==> config.mk <==
export PLATFORM = sky130hd
export DESIGN_NAME = controlUnit
export DESIGN_NICKNAME = d
export VERILOG_FILES = /design/src/logic/controlPkg.sv /design/src/logic/isaPkg.sv /design/src/logic/sequencerBus.sv /design/src/logic/controlUnit.sv /design/src/logic/signalEncoder.sv /design/src/logic/mainSequencer.sv /design/src/logic/instrDecoder.sv
export SDC_FILE = /design/constraint.sdc
export NUM_CORES = 1
export LEC_CHECK = 0
export BUFFER_PORTS_ARGS = -buffer_cell sky130_fd_sc_hd__buf_2
export CAP_MARGIN = 20
export CORE_MARGIN = 2
export CORE_UTILIZATION = 43
export DETAILED_ROUTE_END_ITERATION = 8
export PLACE_DENSITY = 0.76
export SYNTH_ARGS = -nofsm -noshare
export SYNTH_HDL_FRONTEND = slang
export SYNTH_SLANG_ARGS = --single-unit
==> constraint.sdc <==
create_clock -name clk -period 1.9 [get_ports clk]
set_input_delay 0.19 -clock clk [delete_from_list [all_inputs] [get_ports clk]]
set_output_delay 0.19 -clock clk [all_outputs]
set_load 0.05 [all_outputs]
==> src/logic/controlPkg.sv <==
`default_nettype none

package controlPkg;

    localparam int CycleCountWidth = 4;

    typedef enum logic [3:0] {
        sFetch,
        sDecode,
        sMultDiv,
        sHiLoWrite,
        sMoveHi,
        sMoveLo,
        sJumpReg,
        sJump,
        sBranch,
        sException
    } stateT;

    typedef enum logic [3:0] {
        clsMult,
        clsDiv,
        clsMfhi,
        clsMflo,
        clsJr,
        clsJump,
        clsBeq,
        clsBne,
        clsBgt,
        clsBle,
        clsIllegal
    } instrClassT;

    typedef enum logic [1:0] {
        pcPlus4        = 2'b00,
        pcBranchTarget = 2'b01,
        pcJumpTarget   = 2'b10,
        pcRegister     = 2'b11
    } pcSourceT;

    // Register file write data mux, loads are not handled
    typedef enum logic [2:0] {
        regFromAlu = 3'b000,
        regFromHi  = 3'b010,
        regFromLo  = 3'b011
    } memToRegT;

    typedef enum logic [1:0] {
        srcPc   = 2'b00,
        srcRegA = 2'b01
    } aluSrcAT;

    typedef enum logic [2:0] {
        srcRegB       = 3'b000,
        srcFour       = 3'b001,
        srcImmShifted = 3'b011
    } aluSrcBT;

    typedef enum logic [2:0] {
        aluAdd     = 3'b000,
        aluCompare = 3'b111
    } aluOpT;

endpackage

`default_nettype wire

==> src/logic/isaPkg.sv <==
`default_nettype none

package isaPkg;

    localparam int OpcodeWidth = 6;
    localparam int FunctWidth = 6;

    // Primary opcodes handled by the control unit
    typedef enum logic [OpcodeWidth-1:0] {
        rType = 6'h00,
        jump  = 6'h02,
        beq   = 6'h04,
        bne   = 6'h05,
        ble   = 6'h06,
        bgt   = 6'h07
    } opcodeT;

    // Function field, only meaningful under rType
    typedef enum logic [FunctWidth-1:0] {
        jr   = 6'h08,
        mfhi = 6'h10,
        mflo = 6'h12,
        mult = 6'h18,
        div  = 6'h1A
    } functT;

    // Cause code, also picks the exception vector in the datapath
    typedef enum logic [1:0] {
        causeOpcode   = 2'd0,
        causeOverflow = 2'd1,
        causeDivZero  = 2'd2
    } causeT;

endpackage

`default_nettype wire
==> src/logic/sequencerBus.sv <==
`timescale 1ns/10ps
`default_nettype none

interface sequencerBus;

    controlPkg::stateT state;
    // Low until the first clock edge after reset is released
    logic running;
    logic multDivStart;
    logic branchTaken;
    isaPkg::causeT cause;

    modport sequencer (
        output state,
        output running,
        output multDivStart,
        output branchTaken,
        output cause
    );

    modport encoder (
        input state,
        input running,
        input multDivStart,
        input branchTaken,
        input cause
    );

endinterface

`default_nettype wire

==> src/logic/controlUnit.sv <==
`timescale 1ns/10ps
`default_nettype none

module controlUnit #(
    parameter int MultDivCycles = 4
) (
    input  logic                               clk,
    input  logic                               reset,
    input  logic [isaPkg::OpcodeWidth-1:0]     opcode,
    input  logic [isaPkg::FunctWidth-1:0]      funct,
    input  logic                               div0,
    input  logic                               overflow,
    input  logic                               eq,
    input  logic                               gt,
    input  logic                               lt,
    output logic                               pcWrite,
    output logic                               iOrD,
    output logic                               memRead,
    output logic                               irWrite,
    output controlPkg::memToRegT               memToReg,
    output logic                               regWrite,
    output logic                               regDst,
    output logic                               multOrDiv,
    output logic                               hiWrite,
    output logic                               loWrite,
    output logic                               aluOutWrite,
    output controlPkg::pcSourceT               pcSource,
    output controlPkg::aluOpT                  aluOp,
    output controlPkg::aluSrcAT                aluSrcA,
    output controlPkg::aluSrcBT                aluSrcB,
    output logic                               writeA,
    output logic                               writeB,
    output logic                               epcWrite,
    output isaPkg::causeT                      exceptionCause
);

    controlPkg::instrClassT instrClass;

    sequencerBus stepBus ();

    // Raw instruction fields may hold codes outside the enums
    instrDecoder decoder (
        .opcode     (isaPkg::opcodeT'(opcode)),
        .funct      (isaPkg::functT'(funct)),
        .instrClass (instrClass)
    );

    mainSequencer #(
        .MultDivCycles (MultDivCycles)
    ) sequencer (
        .clk        (clk),
        .reset      (reset),
        .instrClass (instrClass),
        .div0       (div0),
        .overflow   (overflow),
        .eq         (eq),
        .gt         (gt),
        .lt         (lt),
        .bus        (stepBus.sequencer)
    );

    signalEncoder encoder (
        .bus            (stepBus.encoder),
        .pcWrite        (pcWrite),
        .iOrD           (iOrD),
        .memRead        (memRead),
        .irWrite        (irWrite),
        .memToReg       (memToReg),
        .regWrite       (regWrite),
        .regDst         (regDst),
        .multOrDiv      (multOrDiv),
        .hiWrite        (hiWrite),
        .loWrite        (loWrite),
        .aluOutWrite    (aluOutWrite),
        .pcSource       (pcSource),
        .aluOp          (aluOp),
        .aluSrcA        (aluSrcA),
        .aluSrcB        (aluSrcB),
        .writeA         (writeA),
        .writeB         (writeB),
        .epcWrite       (epcWrite),
        .exceptionCause (exceptionCause)
    );

endmodule

`default_nettype wire

==> src/logic/signalEncoder.sv <==
`timescale 1ns/10ps
`default_nettype none

module signalEncoder (
    sequencerBus.encoder           bus,
    output logic                   pcWrite,
    output logic                   iOrD,
    output logic                   memRead,
    output logic                   irWrite,
    output controlPkg::memToRegT   memToReg,
    output logic                   regWrite,
    output logic                   regDst,
    output logic                   multOrDiv,
    output logic                   hiWrite,
    output logic                   loWrite,
    output logic                   aluOutWrite,
    output controlPkg::pcSourceT   pcSource,
    output controlPkg::aluOpT      aluOp,
    output controlPkg::aluSrcAT    aluSrcA,
    output controlPkg::aluSrcBT    aluSrcB,
    output logic                   writeA,
    output logic                   writeB,
    output logic                   epcWrite,
    output isaPkg::causeT          exceptionCause
);

    always_comb begin
        // Everything idle unless the step below says otherwise
        pcWrite = 1'b0;
        iOrD = 1'b0;
        memRead = 1'b0;
        irWrite = 1'b0;
        memToReg = controlPkg::regFromAlu;
        regWrite = 1'b0;
        regDst = 1'b0;
        multOrDiv = 1'b0;
        hiWrite = 1'b0;
        loWrite = 1'b0;
        aluOutWrite = 1'b0;
        pcSource = controlPkg::pcPlus4;
        aluOp = controlPkg::aluAdd;
        aluSrcA = controlPkg::srcPc;
        aluSrcB = controlPkg::srcRegB;
        writeA = 1'b0;
        writeB = 1'b0;
        epcWrite = 1'b0;
        exceptionCause = isaPkg::causeOpcode;

        case (bus.state)
            controlPkg::sFetch: begin
                // Instruction read and pc + 4
                memRead = bus.running;
                irWrite = bus.running;
                pcWrite = bus.running;
                aluSrcB = controlPkg::srcFour;
            end
            controlPkg::sDecode: begin
                writeA = 1'b1;
                writeB = 1'b1;
                // Branch target into ALUOut ahead of time
                aluOutWrite = 1'b1;
                aluSrcB = controlPkg::srcImmShifted;
            end
            controlPkg::sMultDiv: begin
                multOrDiv = bus.multDivStart;
            end
            controlPkg::sHiLoWrite: begin
                hiWrite = 1'b1;
                loWrite = 1'b1;
            end
            controlPkg::sMoveHi: begin
                regWrite = 1'b1;
                regDst = 1'b1;
                memToReg = controlPkg::regFromHi;
            end
            controlPkg::sMoveLo: begin
                regWrite = 1'b1;
                regDst = 1'b1;
                memToReg = controlPkg::regFromLo;
            end
            controlPkg::sJumpReg: begin
                pcWrite = 1'b1;
                pcSource = controlPkg::pcRegister;
                aluSrcA = controlPkg::srcRegA;
            end
            controlPkg::sJump: begin
                pcWrite = 1'b1;
                pcSource = controlPkg::pcJumpTarget;
            end
            controlPkg::sBranch: begin
                // ALU compares A and B, flags come back as eq/gt/lt
                aluSrcA = controlPkg::srcRegA;
                aluOp = controlPkg::aluCompare;
                pcSource = controlPkg::pcBranchTarget;
                pcWrite = bus.branchTaken;
            end
            controlPkg::sException: begin
                epcWrite = 1'b1;
                exceptionCause = bus.cause;
                pcWrite = 1'b1;
                pcSource = controlPkg::pcRegister;
            end
            default: begin
                pcWrite = 1'b0;
            end
        endcase
    end

endmodule

`default_nettype wire

==> src/logic/mainSequencer.sv <==
`timescale 1ns/10ps
`default_nettype none

module mainSequencer #(
    parameter int MultDivCycles = 4
) (
    input  logic                   clk,
    input  logic                   reset,
    input  controlPkg::instrClassT instrClass,
    input  logic                   div0,
    input  logic                   overflow,
    input  logic                   eq,
    input  logic                   gt,
    input  logic                   lt,
    sequencerBus.sequencer         bus
);

    localparam int CountWidth = controlPkg::CycleCountWidth;
    localparam logic [CountWidth-1:0] LastCount = CountWidth'(MultDivCycles - 1);

    controlPkg::stateT      state;
    controlPkg::stateT      nextState;
    controlPkg::instrClassT currentClass;
    isaPkg::causeT          causeReg;
    logic [CountWidth-1:0]  count;
    logic                   running;
    logic                   lastCycle;
    logic                   fault;
    logic                   branchHolds;

    assign lastCycle = (state == controlPkg::sMultDiv) && (count == LastCount);

    // Overflow only matters for mult, div0 only for div
    assign fault = ((currentClass == controlPkg::clsMult) && overflow) ||
                   ((currentClass == controlPkg::clsDiv) && div0);

    // lt is not needed, ble is the complement of bgt
    always_comb begin
        branchHolds = 1'b0;
        case (currentClass)
            controlPkg::clsBeq: branchHolds = eq;
            controlPkg::clsBne: branchHolds = !eq;
            controlPkg::clsBgt: branchHolds = gt;
            controlPkg::clsBle: branchHolds = !gt;
            default:            branchHolds = 1'b0;
        endcase
    end

    always_comb begin
        nextState = controlPkg::sFetch;
        case (state)
            controlPkg::sFetch: begin
                // Hold fetch until the first edge after reset release
                nextState = running ? controlPkg::sDecode : controlPkg::sFetch;
            end
            controlPkg::sDecode: begin
                case (instrClass)
                    controlPkg::clsMult, controlPkg::clsDiv: nextState = controlPkg::sMultDiv;
                    controlPkg::clsMfhi: nextState = controlPkg::sMoveHi;
                    controlPkg::clsMflo: nextState = controlPkg::sMoveLo;
                    controlPkg::clsJr:   nextState = controlPkg::sJumpReg;
                    controlPkg::clsJump: nextState = controlPkg::sJump;
                    controlPkg::clsBeq, controlPkg::clsBne,
                    controlPkg::clsBgt, controlPkg::clsBle: nextState = controlPkg::sBranch;
                    default: nextState = controlPkg::sException;
                endcase
            end
            controlPkg::sMultDiv: begin
                if (!lastCycle) begin
                    nextState = controlPkg::sMultDiv;
                end else if (fault) begin
                    nextState = controlPkg::sException;
                end else begin
                    nextState = controlPkg::sHiLoWrite;
                end
            end
            default: nextState = controlPkg::sFetch;
        endcase
    end

    always_ff @(posedge clk or posedge reset) begin
        if (reset) begin
            state <= controlPkg::sFetch;
            running <= 1'b0;
            count <= '0;
            currentClass <= controlPkg::clsIllegal;
            causeReg <= isaPkg::causeOpcode;
        end else begin
            state <= nextState;
            running <= 1'b1;
            if (state == controlPkg::sMultDiv && !lastCycle) begin
                count <= count + 1'b1;
            end else begin
                count <= '0;
            end
            if (state == controlPkg::sDecode) begin
                currentClass <= instrClass;
                if (nextState == controlPkg::sException) begin
                    causeReg <= isaPkg::causeOpcode;
                end
            end
            // Fault cause is latched at the end of the last mult/div cycle
            if (lastCycle && fault) begin
                if (currentClass == controlPkg::clsMult) begin
                    causeReg <= isaPkg::causeOverflow;
                end else begin
                    causeReg <= isaPkg::causeDivZero;
                end
            end
        end
    end

    assign bus.state = state;
    assign bus.running = running;
    assign bus.multDivStart = (state == controlPkg::sMultDiv) && (count == '0);
    assign bus.branchTaken = (state == controlPkg::sBranch) && branchHolds;
    assign bus.cause = causeReg;

endmodule

`default_nettype wire

==> src/logic/instrDecoder.sv <==
`timescale 1ns/10ps
`default_nettype none

module instrDecoder (
    input  isaPkg::opcodeT          opcode,
    input  isaPkg::functT           funct,
    output controlPkg::instrClassT  instrClass
);

    always_comb begin
        instrClass = controlPkg::clsIllegal;
        case (opcode)
            isaPkg::rType: begin
                case (funct)
                    isaPkg::mult: instrClass = controlPkg::clsMult;
                    isaPkg::div:  instrClass = controlPkg::clsDiv;
                    isaPkg::mfhi: instrClass = controlPkg::clsMfhi;
                    isaPkg::mflo: instrClass = controlPkg::clsMflo;
                    isaPkg::jr:   instrClass = controlPkg::clsJr;
                    // Unknown function codes count as illegal too
                    default:      instrClass = controlPkg::clsIllegal;
                endcase
            end
            isaPkg::jump: instrClass = controlPkg::clsJump;
            isaPkg::beq:  instrClass = controlPkg::clsBeq;
            isaPkg::bne:  instrClass = controlPkg::clsBne;
            isaPkg::bgt:  instrClass = controlPkg::clsBgt;
            isaPkg::ble:  instrClass = controlPkg::clsBle;
            default:      instrClass = controlPkg::clsIllegal;
        endcase
    end

endmodule

`default_nettype wire

======== Yosys cells after proc, flatten, opt, wreduce, memory -nomap -nowiden ========
Memories as Yosys holds them, arrays and structs flattened.
Cells that the tools add are included.
cells by class
  $add $sub $neg .......................... 1
  equal/unequal tests ..................... 26
  mux-type cells .......................... 25
  reductions and logical operators ........ 22
operator list
  kind                                                              count
  4-bit by 3-bit == test with 1-bit output (second input constant)  6
  6-bit by 3-bit == test with 1-bit output (second input constant)  4
  6-bit by 5-bit == test with 1-bit output (second input constant)  4
  4-bit one-hot mux with 6 select lines                             1
  4-bit == test (second input constant)                             5
  4-bit one-hot mux with 5 select lines                             1
  4-bit by 2-bit == test with 1-bit output (second input constant)  3
  4-bit logical NOT                                                 3
  4-bit two-way mux                                                 3
  4-bit one-hot mux with 3 select lines                             1
  2-bit two-way mux                                                 5
  4-bit by 1-bit == test with 1-bit output (second input constant)  2
  1-bit two-way mux                                                 8
  2-bit one-hot mux with 2 select lines                             2
  1-bit logical AND                                                 7
  6-bit by 2-bit == test with 1-bit output (second input constant)  1
  6-bit by 4-bit == test with 1-bit output (second input constant)  1
  6-bit logical NOT                                                 1
  2-bit one-hot mux with 3 select lines                             1
  2-bit OR reduction                                                3
  4-bit by 1-bit adder with 4-bit output (second input constant)    1
  1-bit one-hot mux with 4 select lines                             1
  2-bit nonzero test                                                2
  1-bit logical NOT                                                 3
  other kinds (5)                                                   5
storage, ports and cells
  flip-flop bits (word level) ............. 15
  memory bits (read-only) ................. 64
  bits of input ports ..................... 19
  output and inout bits ................... 28
  word-level logic and storage cells ...... 80
  memories ................................ 1
memories
  memory           words  bits a word  rd ports  clocked after Yosys merged registers in  wr ports  line                 RTL
  (no name shown)  16     4            1         0                                        0         mainSequencer.sv:57  case (instrClass)

======== Longest topological paths before layout ========
Gate-level depths: netlist of run 1.
  depth in word-level cells ............... 10
  depth in mapped cells ................... 10
  gate-level depth less buffers ........... 10

======== Hierarchy ========
From an unflattened synthesis of run 1, not the netlist that was laid out.
unflattened totals
  cells, all modules ...................... 142
  area, all modules ....................... 1249.9 sq um
modules (own cells, without submodules)
  module         times used  cells an instance  area an instance (sq um)
  mainSequencer  1           80                 822.0
  signalEncoder  1           43                 304.0
  instrDecoder   1           19                 123.9

======== Worst setup path after synthesis of run 1 ========
OpenSTA, ideal clock, no wires.
  path type ............................... reg-to-output
  start point ............................. register sequencer.state[3] (netlist: sequencer.bus.state[3])
  end point ............................... output pcWrite
  arrival time ............................ 2713 ps
  path slack .............................. -1003 ps
  cell stages (with the launch flop) ...... 5
  buffers on the path ..................... 1
  cells stage by stage .................... dfrtp_1 clkbuf_1 nor3_1 and3b_1 a211o_1
on the way
  longest elaborated chain between the ends .. 3
  elaborated cells on any way between the ends .. 8
RTL lines
  item                                                                      line                 RTL
  start: declaration                                                        mainSequencer.sv:21  controlPkg::stateT state;
  start signal: assignment                                                  mainSequencer.sv:83  state <= controlPkg::sFetch;
  start signal: assignment                                                  mainSequencer.sv:89  state <= nextState;
  4-bit by 3-bit == test with 1-bit output (tied with other cells)          signalEncoder.sv:49  case (bus.state)
  3-bit OR reduction (no source line) or 1-bit logical AND (tied branches)  -
  1-bit one-hot mux with 3 select lines *                                   signalEncoder.sv:49
  end: declaration                                                          controlUnit.sv:16    output logic pcWrite,
Mark *: on every way between the ends. The rest lies on a longest branch, timed or not.

======== Worst setup path in the final report of run 1 ========
  start point ............................. input opcode[4] (netlist name)
  end point ............................... register sequencer.causeReg[1] (netlist: sequencer.bus.cause[1])
on the way
  longest elaborated chain between the ends .. 7
  elaborated cells on any way between the ends .. 12
RTL lines
  item                                                              line                  RTL
  start: declaration                                                controlUnit.sv:9      input logic [isaPkg::OpcodeWidth-1:0] opcode,
  6-bit by 3-bit == test with 1-bit output (tied with other cells)  instrDecoder.sv:12    case (opcode)
  4-bit one-hot mux with 6 select lines *                           instrDecoder.sv:12
  memory 16 x 4 bit *                                               -
  4-bit one-hot mux with 3 select lines *                           mainSequencer.sv:51   case (state)
  4-bit == test *                                                   mainSequencer.sv:98   if (nextState == controlPkg::sException) begin
  2-bit nonzero test (no source line) *                             -
  2-bit AND reduction (no source line) *                            -
  end signal: assignment                                            mainSequencer.sv:99   causeReg <= isaPkg::causeOpcode;
  end signal: assignment                                            mainSequencer.sv:105  causeReg <= isaPkg::causeOverflow;
  end signal: assignment                                            mainSequencer.sv:107  causeReg <= isaPkg::causeDivZero;
  end: declaration                                                  mainSequencer.sv:24   isaPkg::causeT causeReg;
Marks and branches as above.
A chain may end at the register's enable or synchronous reset.

==> out/summary.txt, run 1 <==
Status - complete, but fails checks
Violated checks - negative setup slack
CP bufs+invs - 2
Final Wtd Congestion - 0.8462
Area growth syn-to-layout - 52.31%
Max-slew violations - 0
Min-Delay Path Class - input pin to register
Post-synth EDFFs - 0
Seq cells post-synth - 15
Vias per cell - 5.326
Initial antenna violation count - 0
H-Tree Depth - 1
Synth cell types - 40
Vias in the first global route - 1228
R2r setup slk - -0.05 ns
Finish-stage setup viols - 6
Root Driver - clkbuf_4
Synthesized area - 1194 sq um
Clk buf depth - 2
Tmin final - 2.049 ns
Worst Setup Start Kind - input pin
Setup Skew - 0.01246 ns
Synth Instances - 145
Wire per inst - 12.90 um
Yosys warnings - 0
Total power draw - 2140 uW
Seq/Total Area, Yosys - 31.66%
Cell mode on critical path - buf_6
Slowest cell on crit path - or4_4
CTS Sinks - 15
Global route total overflow - 0
Peak VDD IR - 1.140 mV
Worst-Margin Slew - 0.5490 ns
Ant diodes - 0
Final wirelength - 3.121 mm
Final Hold Fails - 0
MaxCap Viol Count - 0
Number of remaining DRC errors - 0
Relative max-transition margin - 63.36%
Final Cell Area - 1818 sq um
DR iter-0 viols - 36
Clock-pin slew on the worst setup and hold paths - 0.10 ns
Layout cell share with drive strength beyond 1 - 50.24%
Critical path arrival - 2.22 ns
# nets final - 235
Area after DPL - 1583 sq um
Crit-path cells - buf_6 > or3_4 > buf_6 > nor2_2 > o21a_1 > ha_4 > or4_4 > a311oi_4 > a221oi_2
Initial Util - 44.43%
Die area - 3213 sq um
CP max stage delay - 0.49 ns
Number of port buffers - 41
Most common cell after layout, fill and taps aside - buf_2
Largest net degree at the start of global routing - 16
Async S/R FF share, synth - 100.0%
Fin crit share - 107.9%
Max frequency - 0.4880 GHz
CP required - 2.07 ns
I/O pins - 47
Final HPWL DP - 2.411 mm
Setup WS post-layout - -0.1493 ns
First-pass GRT wire length - 5.175 mm
Core area - 2686 sq um
Rows - 19
Clock Latency Late Sink - 0.29 ns
Routed vias - 1289
DRT Pass-1 Iters - 4
Syn avg cell area - 8.232 sq um
Worst Path Max Fanout - 3
Total power per unit cell area - 1177 nW/um^2
Commonest cells after routing, fill and taps aside - 34 x buf_2, 31 x buf_4, 12 x nand2_1, 12 x dfrtp_1, 9 x inv_1
ANT nets after route - 0
Setup crit end kind - register
Die X - 56.69 um
Total CTS buffers - 3
Top FF cell, synth - dfrtp_1
Dpl ws - -0.4909 ns
Leak - 0.0009162 uW
CP top delay family - simple AND/OR/NAND/NOR gates
CTS tree - yes
Die H - 56.69 um
RSZ-0062 raised after global routing - true
GRT Overall Usage - 20.13%
Worst setup path class - input pin to register
[through the flow]
step                      instances  hold WS [ns]  util, %  TNS (ns)
after global routing            242        0.3248    67.68   -0.7839
after detailed placement        233        0.2572    58.92    -1.026
after CTS                       240        0.2957    62.41   -0.2385
final                           242        0.2784    67.68   -0.3575
after floorplan                 148       0.09005        -    -2.141
after global placement          233        0.2461    58.92   -0.8043
[cells in the mapped netlist, types with 3 or more instances]
library cell	instances	share of area (%)
o21ai_0	9	3.8
inv_1	10	3.1
o21a_1	4	2.5
clkbuf_1	3	0.94
nand2b_1	3	1.6
nor2_1	10	3.1
ha_1	4	4.2
nand3_1	4	1.7
nand2_1	12	3.8
and3_1	7	3.7
nor3_1	6	2.5
buf_4	13	8.2
a21oi_1	6	2.5
dfrtp_1	13	27
xor2_1	3	2.2
and2_1	3	1.6
[area by class of cell]
type,count,area (sq um)
Fill cell,227,868.3
Multi-Input combinational cell,105,784.5
Timing Repair Buffer,77,548.0
Sequential cell,15,379.1
Inverter,10,41.29
Tap cell,31,38.79
Clock buffer,4,26.28
[repair_timing]
| item | CTS | global route |
|---|---|---|
| endpoints found under the hold margin | 13 | 0 |
| endpoints found under the setup margin | 6 | 10 |
| hold buffers | 1 | 0 |
| resized for setup | 12 | 27 |
| pin swaps | 4 | 10 |
| setup buffers | 2 | 2 |
[cell families after synthesis]
logic type | Yosys count | share of synthesized area (%)
AO/OA/AOI/OAI | 28 | 15.51
XOR/XNOR | 3 | 2.202
adder cells (fa/ha/maj) | 4 | 4.193
buffers and inverters | 28 | 13.63
flip-flops | 15 | 31.66
multiplexers | 2 | 1.677
other | 2 | 0.6292
AND/OR/NAND/NOR | 63 | 30.50
[path summary, 6_finish.rpt]
kind,end,startpoint,cells past startpoint
max in group asynchronous,sequencer.bus.state[2],reset,3
min in group asynchronous,sequencer.bus.cause[1],reset,3
min,sequencer.currentClass[0],opcode[1],3
max reg2reg,sequencer.bus.cause[1],sequencer.currentClass[0],5
max,sequencer.bus.cause[1],opcode[4],9
min reg2reg,sequencer.count[3],sequencer.count[3],2
[state kept, by name, summed over array words and instances (netlist names)]
signal and cells:
sequencer.bus.state 4, sequencer.bus.cause 2, sequencer.currentClass 4, sequencer.count 4, sequencer.bus.running 1
[worst reg2reg max path, delay by kind of cell, from the launching register on]
family,cells,cell delay [ns]
flip-flops,1,0.40
AO/OA/AOI/OAI,2,0.43
AND/OR/NAND/NOR,2,0.87
multiplexers,1,0.14
[per-layer routing]
metal | global-route usage (%) | part of all wire, % | routed length, um | vias to the layer above
met3 | 2.074 | 5.1 | 160 | 11
met4 | 9.184 | 3.1 | 96 | 0
met5 | 0 | 0 | 0 | -
met2 | 37.87 | 54 | 1688 | 51
met1 | 22.30 | 38 | 1175 | 606
li1 | - | - | - | 621
[power by group]
part	leakage, uW	internal [uW]	switching, uW
Clock	0.0000150	81.7	106
Combinational	0.000706	563	966
Sequential	0.000195	379	44.7
Total	0.000916	1020	1120
No activity file was read; power rests on OpenSTA's default activity.
==> run 2: changes to the inputs <==
- BUFFER_PORTS_ARGS: -buffer_cell sky130_fd_sc_hd__buf_2 -> default
- CORE_UTILIZATION: 43 -> 56
- DONT_BUFFER_PORTS: default -> 1
- PLACE_DENSITY: 0.76 -> 0.75
==> run 2 against run 1 <==
The run still ends with negative setup slack left; via count shrank 7.3%; routed wire length up 12%; hold slack got worse by 0.12 ns; critical path depth is 4 lower; final cell count fell by 14%; sequential share of layout area rose by 1.2 points; cell area fell by 5.9%; register-to-register slack worse by 0.08 ns; critical endpoint is now sequencer.bus.cause[0]; largest cell class unchanged.
==> out/summary.txt, run 2 (synthesis results as in run 1) <==
ANT nets after route - 0 (unchanged)
Die H - 50.17 um (was 56.69 um)
Cell mode on critical path - or4_4 (was buf_6)
Total power per unit cell area - 1310 nW/um^2 (was 1177 nW/um^2)
H-Tree Depth - 1 (unchanged)
Setup crit end kind - register (unchanged)
Dpl cells - 194 (was 233)
Setup Skew - 0.007567 ns (was 0.01246 ns)
# nets final - 205 (was 235)
Final wirelength - 3.484 mm (was 3.121 mm)
Worst-Margin Slew - 0.5536 ns (was 0.5490 ns)
Commonest cells after routing, fill and taps aside - 34 x buf_4, 13 x dfrtp_1, 12 x nand2_1, 9 x inv_1, 8 x nor2_1 (was 34 x buf_2, 31 x buf_4, 12 x nand2_1, 12 x dfrtp_1, 9 x inv_1)
Vias per cell - 5.745 (was 5.326)
Fin crit share - 107.0% (was 107.9%)
Final HPWL DP - 2.293 mm (was 2.411 mm)
Hold Path Depth - 3 (unchanged)
Initial antenna violation count - 0 (unchanged)
Number of port buffers - 0 (was 41)
Worst Hold Margin - 0.1588 ns (was 0.2784 ns)
First-pass GRT wire length - 5.451 mm (was 5.175 mm)
Reg2Reg Depth - 5 (unchanged)
Initial Util - 60.23% (was 44.43%)
GRT Overall Usage - 29.64% (was 20.13%)
CP required - 2.06 ns (was 2.07 ns)
Crit-path cells - mux2i_1 > or4_4 > or4_4 > a311oi_4 > a21oi_1 (was buf_6 > or3_4 > buf_6 > nor2_2 > o21a_1 > ha_4 > or4_4 > a311oi_4 > a221oi_2)
Total CTS buffers - 3 (unchanged)
Violated checks - negative setup slack (unchanged)
Ant diodes - 0 (unchanged)
Number of remaining DRC errors - 0 (unchanged)
Multi-input gate area - 772.0 sq um (was 784.5 sq um)
CP bufs+invs - 0 (was 2)
Die X - 50.17 um (was 56.69 um)
Crit. Startpoint - sequencer.currentClass[0] (was opcode[4])
Die area - 2517 sq um (was 3213 sq um)
Met1 usage - 32.37% (was 22.30%)
Register area - 377.9 sq um (was 379.1 sq um)
Met3 usage - 5.655% (was 2.074%)
Met2 Resource Use GR - 52.41% (was 37.87%)
Worst Path Max Fanout - 2 (was 3)
WP depth - 5 (was 9)
CP max stage delay - 0.51 ns (was 0.49 ns)
Root Driver - clkbuf_4 (unchanged)
Global route total overflow - 0 (unchanged)
Rows - 16 (was 19)
Setup WS post-layout - -0.1329 ns (was -0.1493 ns)
Filler Cells Inserted - 101 (was 227)
Peak VDD IR - 1.521 mV (was 1.140 mV)
Final Hold Fails - 0 (unchanged)
Top Registers - sequencer.bus.state (4), sequencer.count (4), sequencer.currentClass (4) (unchanged)
CTS Sinks - 15 (unchanged)
Non-Filler Instances - 208 (was 242)
Critical path arrival - 2.20 ns (was 2.22 ns)
Util after Layout - 86.30% (was 67.68%)
Area after DPL - 1498 sq um (was 1583 sq um)
Clock Latency Late Sink - 0.30 ns (was 0.29 ns)
Hold Path Origin - opcode[0] (was opcode[1])
Final Wtd Congestion - 0.8727 (was 0.8462)
Vias in the first global route - 1171 (was 1228)
RSZ-0062 raised after global routing - true (unchanged)
Status - complete, but fails checks (unchanged)
DRT Pass-1 Iters - 4 (unchanged)
Wire per inst - 16.75 um (was 12.90 um)
GR peak layer - met2 (unchanged)
I/O pins - 47 (unchanged)
Leak - 0.0007961 uW (was 0.0009162 uW)
Clock-pin slew on the worst setup and hold paths - 0.09 ns (was 0.10 ns)
Worst Setup Start Kind - register (was input pin)
Tmin final - 2.033 ns (was 2.049 ns)
Largest net degree at the start of global routing - 16 (unchanged)
Min-Delay Path Class - input pin to register (unchanged)
Routed vias - 1195 (was 1289)
Worst setup path class - register to register (was input pin to register)
Final Cell Area - 1710 sq um (was 1818 sq um)
Area growth syn-to-layout - 43.29% (was 52.31%)
Slowest cell on crit path - or4_4 (unchanged)
Most common cell after layout, fill and taps aside - buf_4 (was buf_2)
Critical R2R Launch - sequencer.currentClass[0] (unchanged)
MaxCap Viol Count - 0 (unchanged)
CTS tree - yes (unchanged)
Core area - 1982 sq um (was 2686 sq um)
Finish-stage setup viols - 7 (was 6)
Max frequency - 0.4919 GHz (was 0.4880 GHz)
Relative max-transition margin - 63.05% (was 63.36%)
Layout cell share with drive strength beyond 1 - 40.88% (was 50.24%)
Total power draw - 2240 uW (was 2140 uW)
CP top delay family - simple AND/OR/NAND/NOR gates (unchanged)
Max-slew violations - 0 (unchanged)
DR iter-0 viols - 20 (was 36)
Clk buf depth - 2 (unchanged)
==> run 2: routing by layer <==
layer  up-vias  share of wire [%]  wire length [um]
met5         -                  0                 0
met4         0                4.3               151
met3        14                5.7               199
met2        56                 53              1852
met1       569                 37              1280
li1        556                  -                 -
==> run 2: what timing repair did <==
item | CTS | global route
pin swaps | 3 | 6
setup buffers | 6 | 4
endpoints found under the setup margin | 7 | 13
hold buffers | 1 | 0
endpoints found under the hold margin | 13 | 0
gates resized for setup | 14 | 10
==> run 2: through the flow <==
step	setup WS [ns]	setup TNS (ns)
6_report	-0.1329	-0.5403
4_1_cts	-0.1528	-0.3541
3_3_place_gp	-0.3351	-0.6322
3_5_place_dp	-0.4268	-0.8198
5_1_grt	-0.1735	-0.9063
2_1_floorplan	-0.4060	-2.141
==> run 2: tightest hold or removal path, stage by stage <==
cell and delay [ns]:
a21oi_1 0.04, o31ai_1 0.09, o21ai_0 0.09
==> run 2: power breakdown <==
part | internal, uW | total (uW) | switching (uW)
clock | 81.9 | 192 | 110
combinational | 629 | 1630 | 1000
sequential | 379 | 418 | 39.2
total | 1090 | 2240 | 1150
==> run 2: final timing paths <==
kind                                                   to  slack (ns)
worst max-delay path               sequencer.bus.cause[0]       -0.13
worst min register to register         sequencer.count[2]        0.59
min in group asynchronous              sequencer.count[3]        0.38
max in group asynchronous       sequencer.currentClass[1]        1.14
worst min-delay path            sequencer.currentClass[0]        0.16
worst max register to register     sequencer.bus.cause[0]       -0.13
==> run 2: layout make-up <==
type,count,area share (%)
sequential,15,22.09
inverter,10,2.414
multi-input combinational,105,45.14
clock buffer,4,1.536
timing repair buffer,47,26.85
tap,27,1.975
==> run 3: changes to the inputs <==
- HOLD_SLACK_MARGIN: default -> 0.1
- TNS_END_PERCENT: default -> 50
==> run 3 against run 2 <==
Critical path type unchanged; cell area is 2.1% lower; highest routed layer unchanged; non-clock buffer count decreased by 4; the flow still finishes with violations (negative setup slack); largest power group unchanged; die area did not move.
==> out/summary.txt, run 3 (synthesis results as in run 1) <==
Initial Util - 60.23% (unchanged)
Global route total overflow - 0 (unchanged)
Met2 wire length - 1.707 mm (was 1.852 mm)
CP required - 2.06 ns (about the same)
Largest net degree at the start of global routing - 16 (unchanged)
Ant diodes - 0 (unchanged)
Worst-Margin Slew - 0.5370 ns (was 0.5536 ns)
Reg2Reg Depth - 5 (unchanged)
I/O pins - 47 (unchanged)
Clock-pin slew on the worst setup and hold paths - 0.08 ns (was 0.09 ns)
Critical R2R Launch - sequencer.currentClass[0] (unchanged)
Worst Path Max Fanout - 2 (unchanged)
Number of remaining DRC errors - 0 (unchanged)
Total power per unit cell area - 1302 nW/um^2 (was 1310 nW/um^2)
Vias per cell - 5.647 (was 5.745)
Tmin final - 2.029 ns (was 2.033 ns)
Initial antenna violation count - 0 (unchanged)
# nets final - 201 (was 205)
Commonest cells after routing, fill and taps aside - 31 x buf_4, 13 x dfrtp_1, 11 x nand2_1, 9 x inv_1, 8 x nor2_1 (was 34 x buf_4, 13 x dfrtp_1, 12 x nand2_1, 9 x inv_1, 8 x nor2_1)
Crit. Startpoint - sequencer.currentClass[0] (unchanged)
Clk buf depth - 2 (unchanged)
Setup WS post-layout - -0.1286 ns (was -0.1329 ns)
Setup crit end kind - register (unchanged)
Final HPWL DP - 2.293 mm (unchanged)
Finish-stage setup viols - 6 (was 7)
Worst Hold Margin - 0.1551 ns (was 0.1588 ns)
First-pass GRT wire length - 5.285 mm (was 5.451 mm)
DR WL met3 - 177 um (was 199 um)
Layout cell share with drive strength beyond 1 - 40.11% (was 40.88%)
Die area - 2517 sq um (unchanged)
Wire per inst - 15.58 um (was 16.75 um)
DRT Pass-1 Iters - 4 (unchanged)
Die X - 50.17 um (unchanged)
Clock Latency Late Sink - 0.29 ns (was 0.30 ns)
Final Hold Fails - 0 (unchanged)
Number of port buffers - 0 (unchanged)
Setup Skew - 0.006220 ns (was 0.007567 ns)
CTS Sinks - 15 (unchanged)
GRT Overall Usage - 28.62% (was 29.64%)
Total CTS buffers - 3 (unchanged)
Area growth syn-to-layout - 40.25% (was 43.29%)
H-Tree Depth - 1 (unchanged)
Final wirelength - 3.178 mm (was 3.484 mm)
Setup_tns - -0.3250 ns (was -0.5403 ns)
Die H - 50.17 um (unchanged)
Most common cell after layout, fill and taps aside - buf_4 (unchanged)
Hold Path Origin - opcode[0] (unchanged)
Status - complete, but fails checks (unchanged)
Routed vias - 1152 (was 1195)
ANT nets after route - 0 (unchanged)
Top Layer Used - met4 (unchanged)
Top Registers - sequencer.bus.state (4), sequencer.count (4), sequencer.currentClass (4) (unchanged)
Root Driver - clkbuf_4 (unchanged)
CTS tree - yes (unchanged)
Worst setup path class - register to register (unchanged)
Leak - 0.0007724 uW (was 0.0007961 uW)
R2r setup slk - -0.13 ns (about the same)
Max frequency - 0.4930 GHz (was 0.4919 GHz)
Peak VDD IR - 1.536 mV (was 1.521 mV)
Min-Delay Path Class - input pin to register (unchanged)
Final Cell Area - 1674 sq um (was 1710 sq um)
Violated checks - negative setup slack (unchanged)
Core area - 1982 sq um (unchanged)
Worst Setup Start Kind - register (unchanged)
RSZ-0062 raised after global routing - true (unchanged)
Max-slew violations - 0 (unchanged)
DR iter-0 viols - 43 (was 20)
Area after DPL - 1498 sq um (unchanged)
Critical path arrival - 2.19 ns (was 2.20 ns)
Hold Path Depth - 3 (unchanged)
Relative max-transition margin - 64.16% (was 63.05%)
Fin crit share - 106.8% (was 107.0%)
Vias in the first global route - 1177 (was 1171)
MaxCap Viol Count - 0 (unchanged)
M1 WL - 1.200 mm (was 1.280 mm)
Rows - 16 (unchanged)
Final Wtd Congestion - 0.8727 (unchanged)
[run 3: cell count changes in the layout (fill, tap and decap cells not counted)]
cell / before / now
buf_4: 34 / 31
buf_6: 7 / 6
nand2_1: 12 / 11
nand2_2: 0 / 1
nor2_2: 0 / 1
nor2_4: 2 / 1
[run 3: worst paths after layout]
path	end
max	sequencer.bus.cause[1]
min	sequencer.currentClass[0]
max reg2reg	sequencer.bus.cause[1]
min reg2reg	sequencer.count[2]
max in group asynchronous	sequencer.currentClass[1]
min in group asynchronous	sequencer.count[0]
[run 3: stage by stage]
step | worst slack, ns | total power (uW) | instances | utilization (%)
5_1_grt | -0.1566 | 2276 | 204 | 84.47
6_report | -0.1286 | 2180 | 204 | 84.47
4_1_cts | -0.1566 | 2102 | 204 | 81.38
2_1_floorplan | -0.4060 | 1440 | 148 | -
3_3_place_gp | -0.3351 | 1723 | 194 | 75.57
3_5_place_dp | -0.4268 | 1753 | 194 | 75.57
[run 3: what timing repair did]
| action | in CTS | in global routing |
|---|---|---|
| setup buffers | 5 | 1 |
| gates resized for setup | 7 | 16 |
| hold buffers | 1 | 0 |
| hold endpoints to repair | 13 | 0 |
| setup endpoints to repair | 7 | 15 |
| pin swaps | 3 | 5 |
| cloned | 0 | 0 |
[run 3: area by class of cell]
class / count / area (sq um)
tap: 27 / 33.78
fill: 100 / 307.8
multi-input combinational: 105 / 769.5
inverter: 10 / 41.29
sequential: 15 / 377.9
timing repair buffer: 43 / 425.4
clock buffer: 4 / 26.28
[run 3: report_power, final]
part / leakage, uW / internal, uW / switching [uW]
Sequential: 0.000196 / 379 / 37.7
Clock: 0.0000150 / 81.8 / 108
Combinational: 0.000561 / 594 / 978
[run 3: worst max-delay path: stages, from the launching register on]
cell	delay [ns]
dfrtp_1	0.40
mux2i_1	0.13
or4_4	0.43
or4_4	0.51
a311oi_4	0.31
a221oi_2	0.12
[run 3: layer usage]
| layer | vias to the layer above | track usage, % |
|---|---|---|
| met2 | 50 | 49.34 |
| met4 | 0 | 20.37 |
| met3 | 10 | 5.952 |
| met1 | 535 | 30.83 |
| met5 | - | 0 |
| li1 | 557 | - |
